## src/common/eeprom_pkg.sv

```systemverilog
package eeprom_pkg;

    // 24C16 organisation: 8 blocks of 256 bytes
    localparam int ADDR_W = 11;

    typedef logic [ADDR_W-1:0] addr_t;
    typedef logic [7:0]        data_t;

    // fixed upper nibble of every control byte
    localparam logic [3:0] DEV_CODE = 4'b1010;

    // single bus operations handed to the bit engine
    typedef enum logic [1:0] {
        CMD_START, // repeated start when the bus is already held
        CMD_STOP,
        CMD_WRITE, // 8 bits out, then sample slave ack
        CMD_READ   // 8 bits in, then drive master ack
    } bus_cmd_t;

    localparam int CLK_DIV_DEF = 2; // CLK cycles per quarter SCL period

endpackage

```

## src/eeprom_ctrl/i2c_bit_engine.sv

```systemverilog
`timescale 1ns/1ps

module i2c_bit_engine #(
    parameter int CLK_DIV = eeprom_pkg::CLK_DIV_DEF
) (
    input  logic                 CLK,
    input  logic                 RESET,
    input  logic                 cmd_go,
    input  eeprom_pkg::bus_cmd_t cmd,
    input  eeprom_pkg::data_t    tx_byte,
    input  logic                 ack_out,
    output logic                 cmd_done,
    output eeprom_pkg::data_t    rx_byte,
    output logic                 ack_in,
    output logic                 scl,
    output logic                 sda_oe,
    input  logic                 sda_in
);
    import eeprom_pkg::*;

    localparam int DIV_W = (CLK_DIV > 1) ? $clog2(CLK_DIV) : 1;
    localparam logic [DIV_W-1:0] DIV_LAST = DIV_W'(CLK_DIV - 1);

    logic             active;
    bus_cmd_t         cur_cmd;
    logic [DIV_W-1:0] div_cnt;  // cycles within a quarter
    logic [5:0]       qcnt;     // quarter index, bit = qcnt[5:2]
    logic [8:0]       shreg;
    logic             tick;
    logic             is_byte;
    logic             last_q;
    logic [1:0]       nq;

    assign tick     = active && (div_cnt == DIV_LAST);
    assign is_byte  = (cur_cmd == CMD_WRITE) || (cur_cmd == CMD_READ);
    assign last_q   = is_byte ? (qcnt == 6'd35) : (qcnt == 6'd3);
    assign nq       = qcnt[1:0] + 2'd1; // quarter about to begin
    assign cmd_done = tick && last_q;

    // after 9 shifts: sampled byte on top, ack slot in bit 0
    assign rx_byte = shreg[8:1];
    assign ack_in  = shreg[0];

    // outputs are registered one quarter ahead, at each tick
    always_ff @(posedge CLK)
    begin
        if (RESET)
        begin
            active  <= 1'b0;
            cur_cmd <= CMD_STOP;
            div_cnt <= '0;
            qcnt    <= '0;
            scl     <= 1'b1;
            sda_oe  <= 1'b0;
        end
        else if (cmd_go)
        begin
            active  <= 1'b1;
            cur_cmd <= cmd;
            div_cnt <= '0;
            qcnt    <= '0;
            scl     <= 1'b0; // every command opens with SCL low
            if (cmd == CMD_START)
                sda_oe <= 1'b0;
            else if (cmd == CMD_STOP)
                sda_oe <= 1'b1;
        end
        else if (tick)
        begin
            div_cnt <= '0;
            if (last_q)
            begin
                active <= 1'b0;
                if (is_byte)
                    scl <= 1'b0; // park low, bus still owned
            end
            else
            begin
                qcnt <= qcnt + 6'd1;
                case (cur_cmd)
                    CMD_START:
                    begin
                        // SDA falls while SCL high, then SCL drops
                        scl    <= (nq != 2'd3);
                        sda_oe <= nq[1];
                    end
                    CMD_STOP:
                    begin
                        scl    <= 1'b1;
                        sda_oe <= (nq == 2'd1); // release in q2 -> stop
                    end
                    default:
                    begin
                        scl <= nq[1];
                        if (nq == 2'd1)
                            sda_oe <= ~shreg[8]; // middle of low half
                    end
                endcase
            end
        end
        else if (active)
        begin
            div_cnt <= div_cnt + 1'b1;
        end
    end

    // shared shifter for both directions, 9th bit is the ack slot
    always_ff @(posedge CLK)
    begin
        if (cmd_go && (cmd == CMD_WRITE))
            shreg <= {tx_byte, 1'b1};
        else if (cmd_go && (cmd == CMD_READ))
            shreg <= {8'hff, ack_out};
        else if (tick && is_byte && (qcnt[1:0] == 2'd2))
            shreg <= {shreg[7:0], sda_in}; // middle of high half
    end

endmodule

```

## src/eeprom_ctrl/eeprom_sequencer.sv

```systemverilog
`timescale 1ns/1ps

module eeprom_sequencer (
    input  logic                 CLK,
    input  logic                 RESET,
    input  logic                 wr,
    input  logic                 rd,
    input  eeprom_pkg::addr_t    addr,
    input  eeprom_pkg::data_t    wdata,
    output eeprom_pkg::data_t    rdata,
    output logic                 done,
    output logic                 nack,
    output logic                 busy,
    output logic                 cmd_go,
    output eeprom_pkg::bus_cmd_t cmd,
    output eeprom_pkg::data_t    tx_byte,
    output logic                 ack_out,
    input  logic                 cmd_done,
    input  eeprom_pkg::data_t    rx_byte,
    input  logic                 ack_in
);
    import eeprom_pkg::*;

    typedef enum logic [3:0] {
        ST_IDLE,
        ST_START,
        ST_CTRL_W,
        ST_ADDR,
        ST_DATA,
        ST_RSTART,
        ST_CTRL_R,
        ST_READ,
        ST_STOP
    } state_t;

    state_t state;
    addr_t  addr_q;
    data_t  wdata_q;
    logic   is_rd;
    logic   err;     // some byte went unacknowledged
    logic   accept;

    assign accept  = (state == ST_IDLE) && (wr || rd);
    assign busy    = (state != ST_IDLE);
    assign ack_out = (state == ST_READ); // single-byte read ends with no-ack

    // command and byte follow the state, cmd_go marks the first cycle
    always_comb
    begin
        cmd     = CMD_STOP;
        tx_byte = '0;
        case (state)
            ST_START, ST_RSTART: cmd = CMD_START;
            ST_CTRL_W:
            begin
                cmd     = CMD_WRITE;
                tx_byte = {DEV_CODE, addr_q[ADDR_W-1:8], 1'b0};
            end
            ST_ADDR:
            begin
                cmd     = CMD_WRITE;
                tx_byte = addr_q[7:0];
            end
            ST_DATA:
            begin
                cmd     = CMD_WRITE;
                tx_byte = wdata_q;
            end
            ST_CTRL_R:
            begin
                cmd     = CMD_WRITE;
                tx_byte = {DEV_CODE, addr_q[ADDR_W-1:8], 1'b1};
            end
            ST_READ: cmd = CMD_READ;
            default: cmd = CMD_STOP;
        endcase
    end

    always_ff @(posedge CLK)
    begin
        if (RESET)
        begin
            state  <= ST_IDLE;
            cmd_go <= 1'b0;
            done   <= 1'b0;
            nack   <= 1'b0;
            err    <= 1'b0;
            is_rd  <= 1'b0;
        end
        else
        begin
            cmd_go <= 1'b0;
            done   <= 1'b0;
            case (state)
                ST_IDLE:
                    if (accept)
                    begin
                        is_rd  <= ~wr; // wr wins a tie
                        err    <= 1'b0;
                        state  <= ST_START;
                        cmd_go <= 1'b1;
                    end
                ST_START:
                    if (cmd_done)
                    begin
                        state  <= ST_CTRL_W;
                        cmd_go <= 1'b1;
                    end
                ST_CTRL_W, ST_CTRL_R, ST_ADDR:
                    if (cmd_done)
                    begin
                        cmd_go <= 1'b1;
                        if (ack_in)
                        begin
                            err   <= 1'b1;
                            state <= ST_STOP;
                        end
                        else if (state == ST_CTRL_R)
                            state <= ST_READ;
                        else if (state == ST_CTRL_W)
                            state <= ST_ADDR;
                        else
                            state <= is_rd ? ST_RSTART : ST_DATA;
                    end
                ST_DATA:
                    if (cmd_done)
                    begin
                        err    <= ack_in;
                        state  <= ST_STOP;
                        cmd_go <= 1'b1;
                    end
                ST_RSTART:
                    if (cmd_done)
                    begin
                        state  <= ST_CTRL_R;
                        cmd_go <= 1'b1;
                    end
                ST_READ:
                    if (cmd_done)
                    begin
                        state  <= ST_STOP;
                        cmd_go <= 1'b1;
                    end
                ST_STOP:
                    if (cmd_done)
                    begin
                        done  <= 1'b1;
                        nack  <= err;
                        state <= ST_IDLE;
                    end
                default: state <= ST_IDLE;
            endcase
        end
    end

    always_ff @(posedge CLK)
    begin
        if (accept)
        begin
            addr_q  <= addr;
            wdata_q <= wdata;
        end
        if ((state == ST_READ) && cmd_done)
            rdata <= rx_byte; // held until the next read
    end

endmodule

```

## src/eeprom_if_top.sv

```systemverilog
`timescale 1ns/1ps

module eeprom_if_top #(
    parameter int CLK_DIV = eeprom_pkg::CLK_DIV_DEF
) (
    input  logic              CLK,
    input  logic              RESET,
    input  logic              wr,
    input  logic              rd,
    input  eeprom_pkg::addr_t addr,
    input  eeprom_pkg::data_t wdata,
    output eeprom_pkg::data_t rdata,
    output logic              done,
    output logic              nack,
    output logic              busy,
    output logic              scl,
    output logic              sda_oe,
    input  logic              sda_in
);
    import eeprom_pkg::*;

    logic     cmd_go;
    bus_cmd_t cmd;
    data_t    tx_byte;
    logic     ack_out;
    logic     cmd_done;
    data_t    rx_byte;
    logic     ack_in;

    // transaction level
    eeprom_sequencer seq0 (
        .CLK      (CLK),
        .RESET    (RESET),
        .wr       (wr),
        .rd       (rd),
        .addr     (addr),
        .wdata    (wdata),
        .rdata    (rdata),
        .done     (done),
        .nack     (nack),
        .busy     (busy),
        .cmd_go   (cmd_go),
        .cmd      (cmd),
        .tx_byte  (tx_byte),
        .ack_out  (ack_out),
        .cmd_done (cmd_done),
        .rx_byte  (rx_byte),
        .ack_in   (ack_in)
    );

    // bit level, owns the pins
    i2c_bit_engine #(
        .CLK_DIV (CLK_DIV)
    ) eng0 (
        .CLK      (CLK),
        .RESET    (RESET),
        .cmd_go   (cmd_go),
        .cmd      (cmd),
        .tx_byte  (tx_byte),
        .ack_out  (ack_out),
        .cmd_done (cmd_done),
        .rx_byte  (rx_byte),
        .ack_in   (ack_in),
        .scl      (scl),
        .sda_oe   (sda_oe),
        .sda_in   (sda_in)
    );

endmodule

```

## config.mk

```make
export PLATFORM = sky130hd
export DESIGN_NAME = eeprom_if_top
export DESIGN_NICKNAME = d
export VERILOG_FILES = /design/src/common/eeprom_pkg.sv /design/src/eeprom_ctrl/i2c_bit_engine.sv /design/src/eeprom_ctrl/eeprom_sequencer.sv /design/src/eeprom_if_top.sv
export SDC_FILE = /design/constraint.sdc
export NUM_CORES = 1
export LEC_CHECK = 0
export BUFFER_PORTS_ARGS = -buffer_cell sky130_fd_sc_hd__clkbuf_2
export CAP_MARGIN = 20
export CORE_MARGIN = 3
export CORE_UTILIZATION = 60
export CTS_CLUSTER_SIZE = 24
export DETAILED_ROUTE_END_ITERATION = 16
export PLACE_DENSITY = 0.87
export SLEW_MARGIN = 20
export SYNTH_ARGS = -nofsm -noshare
export SYNTH_HDL_FRONTEND = slang
export SYNTH_SLANG_ARGS = --single-unit
```

## constraint.sdc

```tcl
create_clock -name CLK -period 5.1 [get_ports CLK]
set_input_delay 1.02 -clock CLK [delete_from_list [all_inputs] [get_ports CLK]]
set_output_delay 1.02 -clock CLK [all_outputs]
set_load 0.1 [all_outputs]
```

==> impl_results.md <==
* Synth top area share at 42.6%
* Post-synth ARST share at 0%
* DRC viols at 0
* WP buf/inv at 2
* Width of the chip at 70.1 um
* Cell area after synthesis at 2460 sq um
* Via count at 1746
* Fmax at 0.337 GHz
* Final Setup Violations at 0
* Wire per inst at 14.3 um
* Max-slew violation count at 0
* Max transition margin at 33.6%
* Synth cell types at 46
* Post-CTS Setup Repair Bufs at 0
* Hold Crit Class: reg -> reg
* Top_reg_cell synth: edfxtp_1
* Worst Skew at 0.00671 ns
* Synth area leaders: edfxtp_1 (43%), dfxtp_1 (18%), nor2_1 (4.3%)
* # rows at 22
* Largest net degree at the start of global routing at 21
* Startpoint Class: flip-flop
* Post-synth EDFFs at 35
* Grt ovf at 0
* R2r endpoint: seq0.rdata[5]
* Initial Util at 64.9%
* Worst Path Required at 4.08 ns
* Setup TNS at 0 ns
* DRT Pass-1 Iters at 5
* Port Buffers at 36
* CTS Sinks at 57
* Drt initial violations at 88
* Cells on worst reg2reg path at 4
* Final hold vios at 0
* Crit path capture: busy
* Syn avg cell area at 11.0 sq um
* PD cells at 359 nW/um^2
* Worst VDD drop at 223 uV
* Kind of critical path: reg -> out
* Reg2Reg Setup Slack at 2.63 ns
* Post-route cell area at 2840 sq um
* Crit end category: output pin
* DRT Wirelength at 4470 um
* Die height at 70.1 um
* Num CTS Buffers at 9
* Slowest stage delay, CP at 0.48 ns
* Critical path depth at 4
* CP arrival at 1.94 ns
* YS warnings at 0
* Post-Syn Instances at 224
* First-pass GRT wire length at 7220 um
* Post-CTS resize count at 0
* P_leak at 1.07 nW
* Flops & latches, synth at 57
* Seq/Total Area, Yosys at 60.5%
* Core area at 3800 sq um
* Most frequent cells in the layout: clkbuf_2 (36), edfxtp_1 (35), nor2_1 (28)
* Vias in the first global route at 1596
* Reg clk slew, reported paths at 0.06 ns
* RSZ-0062 raised after global routing: false
* Top Ports at 37
* Reg2reg start: eng0.qcnt[0]
* Hold buffer count at CTS at 0
* Hold WS at 0.454 ns
* Yosys top cell by area: edfxtp_1
* Vias/cell at 5.60
* ANT nets after route at 0
* Total GRT Usage at 19.3%
* Status: complete, no violations
* Die area at 4910 sq um
* Worst slew pin tran at 0.988 ns
* Net Count, Synth at 251
* N_diodes at 0
* Worst path cell trace: or3_4, nor2_1, inv_1, clkbuf_2
* Clk_lat worst skew at 0.33 ns
* Antenna violations before repair at 0
* Crit path max-delay family: simple AND/OR/NAND/NOR gates
* Critical Path Start: seq0.state[2]
* CTS Buffer Depth at 2
* Routability cong. at 0.778
* Critical-path maximum fanout at 17
* Final period util at 58.1%
* Root Driver: clkbuf_8
* Final min period at 2.96 ns
* CTS tree: built
* Max-cap violation count at 0
* Commonest non-fill, non-tap cell in the layout: clkbuf_2
* Layout area overhead at 15.2%
* Hpwl dp at 3200 um
* Nets at 286
* Placed instance area at 2640 sq um
* Ratio of cells with drive above 1 in the final layout at 22.3%
* Htree depth at 3
* Fillers at 262
* Slowest-stage cell, CP: or3_4
[synthesized netlist by cell type, types with 3 or more instances]
| master | n |
|---|---|
| xor2_1 | 3 |
| nor2_1 | 28 |
| nor2b_1 | 7 |
| ha_1 | 3 |
| nand2_1 | 17 |
| inv_1 | 8 |
| o21ai_0 | 8 |
| xnor2_1 | 5 |
| nand3_1 | 4 |
| mux2i_1 | 3 |
| a21oi_1 | 15 |
| a22oi_1 | 8 |
| dfxtp_1 | 22 |
| o211ai_1 | 8 |
| buf_2 | 4 |
| clkbuf_1 | 5 |
| edfxtp_1 | 35 |
| nor3_1 | 11 |
[how the worst min path moves through the flow]
stage                        startpoint       endpoint  slack (ns)  cells after the start
after floorplan           eng0.shreg[1]  seq0.rdata[0]        0.43                      0
after global placement    eng0.shreg[6]  seq0.rdata[5]        0.43                      0
after detailed placement  eng0.shreg[2]  seq0.rdata[1]        0.44                      0
after CTS                 eng0.shreg[2]  seq0.rdata[1]        0.46                      0
after global routing      eng0.shreg[2]  seq0.rdata[1]        0.47                      0
final                     eng0.shreg[2]  seq0.rdata[1]        0.45                      0
[final cells by class]
class | count | area [sq um] | share of cell area [%]
tap | 48 | 60.1 | 2.12
sequential | 57 | 1490 | 52.5
multi-input combinational | 146 | 875 | 30.8
timing repair buffer | 37 | 188 | 6.61
clock buffer | 9 | 124 | 4.36
inverter | 8 | 30.0 | 1.06
clock inverter | 7 | 71.3 | 2.51
[power breakdown]
group	internal (mW)	total [mW]	switching, mW
clock network	0.224	0.401	0.177
registers	0.516	0.532	0.0154
logic	0.0266	0.0854	0.0589
[flip-flops by register name (all words and copies together) (netlist names)]
name	cells
eng0.active	1
eng0.cur_cmd	2
eng0.div_cnt	1
eng0.qcnt	6
eng0.scl	1
eng0.sda_oe	1
eng0.shreg	9
seq0.addr_q	11
seq0.cmd_go	1
seq0.done	1
seq0.err	1
seq0.is_rd	1
seq0.nack	1
seq0.rdata	8
seq0.state	4
seq0.wdata_q	8
[metal layers]
layer / up-vias / track usage [%] / wire length [um]
li1: 880 / - / -
met1: 797 / 23.3 / 1940
met2: 58 / 30.1 / 2120
met3: 11 / 7.19 / 295
met4: 0 / 10.2 / 110
met5: - / 0 / 0
[per-stage QoR]
step,setup WS (ns),util (%),instances,total power [mW]
after floorplan,2.31,-,224,0.602
after global placement,2.56,69.6,296,0.624
after detailed placement,2.51,69.6,296,0.626
after CTS,2.14,74.7,312,1.02
after global routing,2.04,74.7,312,1.06
final,2.14,74.7,312,1.02
[kinds of logic (layout without fill, tap and decap cells)]
kind of cell | count (synthesis) | in the layout | share of synthesized area [%]
flops | 57 | 57 | 60.5
simple gates | 80 | 80 | 16.3
compound gates | 52 | 52 | 13.6
mux | 3 | 3 | 1.22
fa+ha+maj | 3 | 3 | 1.52
buf+inv | 21 | 61 | 4.01
xor+xnor | 8 | 8 | 2.84
Note: power is estimated with default switching activity, not from simulation.
